$ cat config.mk
export PLATFORM = sky130hd
export DESIGN_NAME = fetch
export DESIGN_NICKNAME = d
export VERILOG_FILES = /design/src/verilog/fetch_pkg.sv /design/src/verilog/fetch_mem_if.sv /design/src/verilog/fetch.sv /design/src/verilog/icache.sv /design/src/verilog/fetch_reg.sv /design/src/verilog/fetch_controller.sv
export SDC_FILE = /design/constraint.sdc
export NUM_CORES = 2
export LEC_CHECK = 0
export ABC_AREA = 0
export BUFFER_PORTS_ARGS = -buffer_cell sky130_fd_sc_hd__buf_4
export CORE_ASPECT_RATIO = 0.5
export CORE_MARGIN = 10
export CORE_UTILIZATION = 55
export CTS_BUF_LIST = sky130_fd_sc_hd__clkbuf_2 sky130_fd_sc_hd__clkbuf_4 sky130_fd_sc_hd__clkbuf_8
export CTS_CLUSTER_SIZE = 30
export DETAILED_ROUTE_END_ITERATION = 12
export HOLD_SLACK_MARGIN = 0.03
export PLACE_DENSITY_LB_ADDON = 0.2
export SLEW_MARGIN = 20
export SYNTH_ARGS = -nofsm -noshare
export SYNTH_HDL_FRONTEND = slang
export SYNTH_HIERARCHICAL = 1
export SYNTH_SLANG_ARGS = --single-unit
$ cat constraint.sdc
create_clock -name clock -period 4.5 [get_ports clock]
set_clock_uncertainty 0.15 [all_clocks]
set_input_delay 0.225 -clock clock [delete_from_list [all_inputs] [get_ports clock]]
set_output_delay 0.225 -clock clock [all_outputs]
set_load 0.05 [all_outputs]
$ cat src/verilog/fetch_pkg.sv
package fetch_pkg;

  // Datapath widths
  localparam int XLEN   = 32;
  localparam int ADDR_W = 32;

  localparam logic [ADDR_W-1:0] RESET_PC = 32'h8000_0000;

  // Instruction cache geometry
  localparam int LINE_WORDS   = 4;   // Also the refill burst length
  localparam int ICACHE_LINES = 16;
  localparam int INDEX_W      = 4;
  localparam int WORD_OFF_W   = 2;
  localparam int BYTE_OFF_W   = 2;
  localparam int TAG_W        = ADDR_W - INDEX_W - WORD_OFF_W - BYTE_OFF_W;

  // Address field positions
  localparam int OFF_LSB = BYTE_OFF_W;
  localparam int IDX_LSB = BYTE_OFF_W + WORD_OFF_W;

  // Fetch controller states
  typedef enum logic [1:0] {
    FS_START,   // First cycle out of reset
    FS_REQ,
    FS_WAIT,
    FS_VALID
  } fetch_state_t;

  // Cache states
  typedef enum logic [2:0] {
    CS_IDLE,
    CS_LOOKUP,
    CS_AR,      // Refill address phase
    CS_R,       // Refill beats
    CS_RESP
  } cache_state_t;

endpackage
$ cat src/verilog/fetch_mem_if.sv
interface fetch_mem_if
  import fetch_pkg::*;
();

  // Request side
  logic              arvalid;
  logic              arready;
  logic [ADDR_W-1:0] araddr;

  // Word return side
  logic              rvalid;
  logic              rready;
  logic [XLEN-1:0]   rdata;

  modport ctrl (
    output arvalid,
    output rready,
    input  arready,
    input  rvalid
  );

  modport regs (
    output araddr,
    input  rdata
  );

  modport cache (
    input  arvalid,
    input  rready,
    input  araddr,
    output arready,
    output rvalid,
    output rdata
  );

endinterface

$ cat src/verilog/fetch.sv
module fetch
  import fetch_pkg::*;
(
  input  logic              clock,
  input  logic              reset,

  input  logic              flush_i,

  // Decode handshake
  output logic              valid_post_o,
  input  logic              ready_post_i,

  input  logic              branch_en_i,
  input  logic [ADDR_W-1:0] dnpc_i,

  output logic [ADDR_W-1:0] pc_o,
  output logic [XLEN-1:0]   inst_o,

  // AR: read address channel
  input  logic              arready_i,
  output logic              arvalid_o,
  output logic [ADDR_W-1:0] araddr_o,

  // R: read data channel
  output logic              rready_o,
  input  logic              rvalid_i,
  input  logic [XLEN-1:0]   rdata_i,
  input  logic              rlast_i
);

  logic pc_we;
  logic inst_we;

  fetch_mem_if mem_if ();

  fetch_controller controller (
    .clock        (clock),
    .reset        (reset),
    .valid_post_o (valid_post_o),
    .ready_post_i (ready_post_i),
    .pc_we_o      (pc_we),
    .inst_we_o    (inst_we),
    .mem          (mem_if)
  );

  fetch_reg reg0 (
    .clock        (clock),
    .reset        (reset),
    .pc_we_i      (pc_we),
    .inst_we_i    (inst_we),
    .branch_en_i  (branch_en_i),
    .dnpc_i       (dnpc_i),
    .pc_o         (pc_o),
    .inst_o       (inst_o),
    .mem          (mem_if)
  );

  // Cache owns the external read port
  icache icache0 (
    .clock        (clock),
    .reset        (reset),
    .flush_i      (flush_i),
    .mem          (mem_if),
    .arready_i    (arready_i),
    .arvalid_o    (arvalid_o),
    .araddr_o     (araddr_o),
    .rready_o     (rready_o),
    .rvalid_i     (rvalid_i),
    .rlast_i      (rlast_i),
    .rdata_i      (rdata_i)
  );

endmodule

$ cat src/verilog/icache.sv
module icache
  import fetch_pkg::*;
(
  input  logic              clock,
  input  logic              reset,

  input  logic              flush_i,

  fetch_mem_if.cache        mem,

  // AXI4 read address channel
  input  logic              arready_i,
  output logic              arvalid_o,
  output logic [ADDR_W-1:0] araddr_o,

  // AXI4 read data channel
  output logic              rready_o,
  input  logic              rvalid_i,
  input  logic              rlast_i,
  input  logic [XLEN-1:0]   rdata_i
);

  cache_state_t state_q;
  cache_state_t state_d;

  // Line storage
  logic [TAG_W-1:0]        tag_q   [ICACHE_LINES];
  logic [XLEN-1:0]         data_q  [ICACHE_LINES][LINE_WORDS];
  logic [ICACHE_LINES-1:0] valid_q;

  // Latched request
  logic [TAG_W-1:0]      req_tag_q;
  logic [INDEX_W-1:0]    req_idx_q;
  logic [WORD_OFF_W-1:0] req_off_q;

  logic [WORD_OFF_W-1:0] beat_q;
  logic                  flush_pend_q;   // Flush seen during refill

  logic req_fire;
  logic hit;
  logic beat_fire;
  logic last_beat;

  assign req_fire  = mem.arvalid && mem.arready;
  assign hit       = valid_q[req_idx_q] && (tag_q[req_idx_q] == req_tag_q);
  assign beat_fire = rvalid_i && rready_o;
  assign last_beat = beat_fire && rlast_i;

  always_comb begin
    state_d = state_q;
    case (state_q)
      CS_IDLE: begin
        if (mem.arvalid) begin
          state_d = CS_LOOKUP;
        end
      end
      CS_LOOKUP: begin
        if (!hit) begin
          state_d = CS_AR;
        end else if (!mem.rready) begin
          state_d = CS_RESP;   // Hold the hit word
        end else begin
          state_d = CS_IDLE;
        end
      end
      CS_AR: begin
        if (arready_i) begin
          state_d = CS_R;
        end
      end
      CS_R: begin
        if (last_beat) begin
          state_d = CS_RESP;
        end
      end
      CS_RESP: begin
        if (mem.rready) begin
          state_d = CS_IDLE;
        end
      end
      default: begin
        state_d = CS_IDLE;
      end
    endcase
  end

  always_ff @(posedge clock) begin
    if (reset) begin
      state_q <= CS_IDLE;
    end else begin
      state_q <= state_d;
    end
  end

  always_ff @(posedge clock) begin
    if (req_fire) begin
      req_tag_q <= mem.araddr[ADDR_W-1 -: TAG_W];
      req_idx_q <= mem.araddr[IDX_LSB +: INDEX_W];
      req_off_q <= mem.araddr[OFF_LSB +: WORD_OFF_W];
    end
  end

  // Beat counter walks the line in address order
  always_ff @(posedge clock) begin
    if (reset) begin
      beat_q <= '0;
    end else if (state_q == CS_AR) begin
      beat_q <= '0;
    end else if (beat_fire) begin
      beat_q <= beat_q + WORD_OFF_W'(1);
    end
  end

  always_ff @(posedge clock) begin
    if (beat_fire) begin
      data_q[req_idx_q][beat_q] <= rdata_i;
    end
    if (last_beat) begin
      tag_q[req_idx_q] <= req_tag_q;
    end
  end

  always_ff @(posedge clock) begin
    if (reset) begin
      flush_pend_q <= 1'b0;
    end else if (req_fire) begin
      flush_pend_q <= 1'b0;
    end else if (flush_i) begin
      flush_pend_q <= 1'b1;
    end
  end

  always_ff @(posedge clock) begin
    if (reset) begin
      valid_q <= '0;
    end else begin
      if (flush_i) begin
        valid_q <= '0;
      end
      // A flush during the refill leaves the line invalid
      if (last_beat && !flush_pend_q && !flush_i) begin
        valid_q[req_idx_q] <= 1'b1;
      end
    end
  end

  // Internal word return
  assign mem.arready = (state_q == CS_IDLE);
  assign mem.rvalid  = (state_q == CS_RESP) || ((state_q == CS_LOOKUP) && hit);
  assign mem.rdata   = data_q[req_idx_q][req_off_q];

  // Refill burst, line aligned
  assign arvalid_o = (state_q == CS_AR);
  assign araddr_o  = {req_tag_q, req_idx_q, {(WORD_OFF_W + BYTE_OFF_W){1'b0}}};
  assign rready_o  = (state_q == CS_R);

endmodule

$ cat src/verilog/fetch_reg.sv
module fetch_reg
  import fetch_pkg::*;
(
  input  logic              clock,
  input  logic              reset,

  input  logic              pc_we_i,
  input  logic              inst_we_i,

  input  logic              branch_en_i,
  input  logic [ADDR_W-1:0] dnpc_i,

  output logic [ADDR_W-1:0] pc_o,
  output logic [XLEN-1:0]   inst_o,

  fetch_mem_if.regs         mem
);

  logic [ADDR_W-1:0] pc_q;
  logic [ADDR_W-1:0] pc_next;
  logic [XLEN-1:0]   inst_q;

  // Branch target wins over sequential PC
  assign pc_next = branch_en_i ? dnpc_i : pc_q + ADDR_W'(4);

  always_ff @(posedge clock) begin
    if (reset) begin
      pc_q <= RESET_PC;
    end else if (pc_we_i) begin
      pc_q <= pc_next;
    end
  end

  always_ff @(posedge clock) begin
    if (inst_we_i) begin
      inst_q <= mem.rdata;
    end
  end

  assign mem.araddr = pc_q;   // Fetch address straight from PC
  assign pc_o       = pc_q;
  assign inst_o     = inst_q;

endmodule

$ cat src/verilog/fetch_controller.sv
module fetch_controller
  import fetch_pkg::*;
(
  input  logic       clock,
  input  logic       reset,

  output logic       valid_post_o,
  input  logic       ready_post_i,

  output logic       pc_we_o,
  output logic       inst_we_o,

  fetch_mem_if.ctrl  mem
);

  fetch_state_t state_q;
  fetch_state_t state_d;

  logic req_fire;
  logic word_fire;
  logic post_fire;

  assign req_fire  = mem.arvalid && mem.arready;
  assign word_fire = mem.rvalid && mem.rready;
  assign post_fire = valid_post_o && ready_post_i;

  always_comb begin
    state_d = state_q;
    case (state_q)
      FS_START: begin
        state_d = FS_REQ;
      end
      FS_REQ: begin
        if (req_fire) begin
          state_d = FS_WAIT;
        end
      end
      FS_WAIT: begin
        if (word_fire) begin
          state_d = FS_VALID;
        end
      end
      FS_VALID: begin
        if (post_fire) begin
          state_d = FS_REQ;   // Next fetch from updated PC
        end
      end
      default: begin
        state_d = FS_START;
      end
    endcase
  end

  always_ff @(posedge clock) begin
    if (reset) begin
      state_q <= FS_START;
    end else begin
      state_q <= state_d;
    end
  end

  assign mem.arvalid  = (state_q == FS_REQ);
  assign mem.rready   = (state_q == FS_WAIT);
  assign valid_post_o = (state_q == FS_VALID);

  // Register strobes
  assign inst_we_o = word_fire;
  assign pc_we_o   = post_fire;

endmodule

---- Yosys cells after proc, flatten, opt, wreduce, memory -nomap -nowiden ----
Memories as Yosys holds them, arrays and structs flattened. A register that Yosys moved wholly into a read port is not among the register bits.
Cells that the tools add are included.
cells by class
  $add $sub $neg .......................... 2
  multiply operators ...................... 0
  divide/modulo/power cells ............... 0
  magnitude comparators ................... 5
  equal/unequal tests ..................... 15
  shift operators ......................... 0
  multiplexer cells ....................... 30
  bitwise operators ....................... 3
  reduce and logical (&&, ||, !) cells .... 20
operators with widths
  cell                                                                                 number
  128-bit two-way mux                                                                  1
  32-bit two-way mux                                                                   4
  32-bit binary-select mux with 2-bit select                                           1
  32-bit demux with 2-bit select                                                       1
  16-bit two-way mux                                                                   3
  32-bit by 3-bit adder with 32-bit output, second input constant                      1
  24-bit == test                                                                       1
  3-bit two-way mux                                                                    6
  16-bit bitwise OR                                                                    1
  3-bit one-hot mux with 5 select lines                                                1
  2-bit inequality test, second input constant                                         6
  1-bit logical AND                                                                    11
  4-bit two-way mux                                                                    2
  2-bit one-hot mux with 4 select lines                                                1
  3-bit by 2-bit == test with 1-bit output, second input constant                      2
  3-bit greater-or-equal comparator, second input constant                             2
  2-bit two-way mux                                                                    3
  2-bit NOT with 3-bit output                                                          2
  4-bit by 5-bit less-than comparator with 1-bit output, second input constant         1
  1-bit two-way mux                                                                    5
  1-bit binary-select mux with 4-bit select                                            1
  1-bit demux with 4-bit select                                                        1
  2-bit == test, second input constant                                                 2
  4-bit by 1-bit greater-or-equal comparator with 1-bit output, second input constant  1
  13 further kinds                                                                     15
storage, ports and cells
  bits in registers ....................... 118
  bits in latches ......................... 0
  memory bits (writable) .................. 2,432
  memory bits (read-only) ................. 0
  bits of input ports ..................... 72
  logic and storage cells ................. 87
  memories ................................ 2
memory list
  memory          depth  bits a word  read ports  clocked after Yosys merged registers in  write ports  RTL line      RTL
  icache0.data_q  16     128          1           1                                        1            icache.sv:28  logic [XLEN-1:0] data_q [ICACHE_LINES][LINE_WORDS];
  icache0.tag_q   16     24           1           1                                        1            icache.sv:27  logic [TAG_W-1:0] tag_q [ICACHE_LINES];

---- Longest topological paths before layout ----
  depth after elaboration ................. 8
  depth in mapped cells ................... 16
  gate-level depth less buffers ........... 11

---- By module ----
Netlist, hierarchy kept.
modules (own cells, without submodules)
  module            instances  cells an instance  area an instance (um^2)
  icache            1          3,913              95,315.2
  fetch_reg         1          323                3,141.8
  fetch_controller  1          18                 177.7

---- Worst setup path after synthesis ----
Ideal clock, no wire load.
  path type ............................... register to register
  from .................................... register icache0.state_q[1]
  to ...................................... memory icache0/data_q[15][100] (netlist name) (enable)
  setup time .............................. 0.421 ns
  arrival ................................. 3.609 ns
  data required time ...................... 3.929 ns
  setup slack ............................. 0.319 ns
  cell stages (with the launch flop) ...... 9
  clock period less this slack ............ 4.181 ns
  cell sequence ........................... dfxtp_1 -> clkbuf_1 -> nand2b_1 -> nor2_1 -> and2_1 -> clkbuf_1 -> nand2_1 -> clkbuf_1 -> nor2_1
between the ends
  word-level cells in the longest chain between the ends .. 4
ends and longest elaborated chain
  item                                       RTL line       RTL
  start: declaration                         icache.sv:23   cache_state_t state_q;
  start signal: assignment                   icache.sv:91   state_q <= state_d;
  3-bit by 2-bit == test with 1-bit output   icache.sv:155  assign rready_o = (state_q == CS_R);
  named net rready_o                         fetch.sv:25    output logic rready_o,
  1-bit logical AND                          icache.sv:46   assign beat_fire = rvalid_i && rready_o;
  1-bit two-way mux                          icache.sv:115  if (beat_fire) begin
  128-bit two-way mux (implied by the code)  icache.sv:116  data_q[req_idx_q][beat_q] <= rdata_i;
  end: declaration                           icache.sv:28
The timed path passes the listed nets, and every way through them passes these cells.

==> flow_summary.toml <==
[routing]
first_pass_iters = 6
wirelength_mm = 254
ant_nets = 0
drc = 0
vias_per_cell = 6.53
drtIter0Drc = 7328
num_vias = 49000
wl_per_cell_um = 33.8

[clock_network]
cts_setup_buffers = 0
clk_latency_ns = 0.94
cts-resized-gates = 0
root_buffer = "clkbuf_8"
holdBufCountCts = 160
h-tree-depth = 5
cts_tree = "yes"
clock-sinks = 2554
clk_pin_slew_ns = 0.06
cts_made_buffers = 351
clock_path_buffers = 4

[place]
io_buffers = 166
hpwl_mm = 137
dp_cells = 6733
gp_congestion = 0.803
place_ws_ns = 0.554
place_area_um2 = 104000

[floorplanning]
initial_core_util_pct = 55.6
fp.dieH_um = 319
io_pins = 171
dieWidth_um = 619
rows = 109
dieArea_um2 = 198000
coreArea_um2 = 177000

[yosys]
yosys-top-cells-area = "edfxtp_1 (76%), mux4_2 (17%), dfxtp_1 (1.2%), mux2i_1 (0.88%), buf_2 (0.49%)"
synth_enable_flop_cells = 2494
synth.most_common_cell = "edfxtp_1"
syn_inst = 4254
synth_common_cells = "edfxtp_1 (2494), mux4_2 (733), nor2_1 (129)"
ys_warn_count = 6
syn_avg_cell_area_um2 = 23.2
synth_ff_type = "edfxtp_1"
synthesis.area_um2 = 98600
async_flop_share_pct = 0
ys_types = 81
yosysTopAreaCellShare_pct = 75.9
synth_top_area_cell = "edfxtp_1"
yosysSeqAreaShare_pct = 77.1
synth-seq-cells = 2554

[setup_path]
rrSetupSlack_ns = 0.54
cpPeakStageDelay_ns = 0.67
cp_num_cells = 11
crit_fanout = 26
path_buf_inv = 2
crit_slowest_cell = "dfxtp_4"
arrival_ns = 4.43
crit_path_start_kind = "flip-flop"
r2r_cells = 11
regToRegEndpoint = "reg0/inst_o[8]$_DFFE_PP_"
cp_top_family = "simple AND/OR/NAND/NOR gates"
endpoint_kind = "flip-flop"
crit_required_ns = 4.96
cp_cell_sequence = "buf_4 > mux4_2 > mux2i_1 > xnor2_1 > nor3_1 > a31oi_1 > nor4_2 > nand4_2 > a21oi_1 > and2_2 > buf_12"
crit_type = "reg -> reg"

[layout]
fillers = 11600
final_nets = 4941
area_delta_synth_final_pct = 13.8
design_area_um2 = 112000
drive_above_1_share_pct = 33.9
fin_cells = 7508
fin_util_pct = 63.2

[sta]
maxSlewViolCount = 0
worstMarginPinSlew_ns = 1.12
fin_tns_setup_ns = 0
hold_viol_final = 0
final-setup-viol-count = 0
layout_min_cycle_time_ns = 3.96
fin_crit_sh_pct = 88.1
relSlewSlack_pct = 25.1
fmax_mhz = 252
fin_ws_ns = 0.536
grt_setup_unrepaired = "false"

[global_routing]
grt_use_met3_pct = 5.77
gr-usage-all-layers_pct = 25.6
grt_start_max_net_pins = 117
overflow = 0
grt_use_met2_pct = 39.8
grt_util_met1_pct = 37.6
busiest_layer = "met2"
grt_pass1_wl_mm = 364
grt_pass1_vias = 49400
antenna_found_initial = 9

[hold_path]
hold_path_startpoint = "flush_i"
min_path_cells = 5
min_to = "icache0/valid_q[13]$_SDFF_PP0_"
hp-class = "in -> reg"

[pwr]
peakVddDrop_mv = 0.688
p_leak_nw = 35.0
power_density_nw_per_um2 = 543

[outcome]
status = "finished clean"

[job]
maxCapViolations = 0
-- sequential cells by signal, indices dropped and copies added (netlist names), named ones only --
register / cells
icache0/data_q: 2048
icache0/tag_q: 384
reg0/inst_o: 32
reg0/mem.araddr: 32
icache0/req_tag_q: 24
icache0/valid_q: 16
icache0/req_idx_q: 4
icache0/state_q: 3
controller/state_q: 2
icache0/beat_q: 2
icache0/req_off_q: 2
icache0/flush_pend_q: 1
-- worst reg2reg max path: stages, from the launching register on --
cell	delay (ns)
dfxtp_4	0.67
buf_4	0.32
mux4_2	0.52
mux2i_1	0.22
xnor2_1	0.09
nor3_1	0.18
a31oi_1	0.12
nor4_2	0.42
nand4_2	0.17
a21oi_1	0.21
and2_2	0.31
buf_12	0.24
-- kinds of logic after synthesis --
kind of cell,Yosys count,share of synthesized area (%)
flops,2554,77.1
mux,834,17.8
simple gates,337,1.67
buf+inv,280,1.48
compound gates,195,1.42
xor+xnor,44,0.391
fa+ha+maj,9,0.114
other cells,1,0.00380
-- layout make-up --
class                           instances  area (um2)  area share (%)
Tap cell                             2386        2990            2.66
Antenna cell                            4        10.0         0.00892
Clock inverter                        130         693           0.618
Multi-Input combinational cell       1423       21700            19.3
Sequential cell                      2554       76100            67.8
Inverter                               17        63.8          0.0569
Timing Repair Buffer                  513        4750            4.24
Clock buffer                          481        5890            5.25
-- layer usage --
metal	wire length (um)	vias up
li1	-	19400
met2	121000	2815
met4	5500	0
met3	26700	395
met5	0	-
met1	100000	26400
-- worst max path at each step --
| stage | endpoint | slack (ns) |
|---|---|---|
| 2_1_floorplan | icache0/data_q[15][100]$_DFFE_PP_ | 0.32 |
| 3_3_place_gp | reg0/inst_o[10]$_DFFE_PP_ | 0.55 |
| 3_5_place_dp | reg0/inst_o[10]$_DFFE_PP_ | 0.55 |
| 4_1_cts | reg0/inst_o[8]$_DFFE_PP_ | 0.55 |
| 5_1_grt | reg0/inst_o[10]$_DFFE_PP_ | 0.25 |
| 6_report | reg0/inst_o[8]$_DFFE_PP_ | 0.54 |
-- cells in the final DEF (no fill, tap or decap), drive strengths merged, types with 24 or more instances in the layout --
cell type	instances
nor2	130
buf	353
dlygate4sd3	160
xor2	24
a22oi	32
clkinv	116
nand3	27
o21ai	30
edfxtp	2494
nand2	70
clkbuf	481
mux2i	87
inv	24
a21oi	33
mux4	733
dfxtp	60
-- power by group --
group	total, mW	internal (mW)	switching, mW
Combinational	16.4	8.23	8.14
Sequential	27.5	26.7	0.739
Clock	17.1	8.65	8.49
Total	61.0	43.6	17.4
-- through the flow --
stage	hold slack [ns]	power [mW]
4_1_cts	0.0645	61.3
5_1_grt	0.140	63.3
3_3_place_gp	0.303	44.1
6_report	0.137	61.0
3_5_place_dp	0.311	44.3
2_1_floorplan	0.148	39.8
Power figures use the tool's default switching activity.
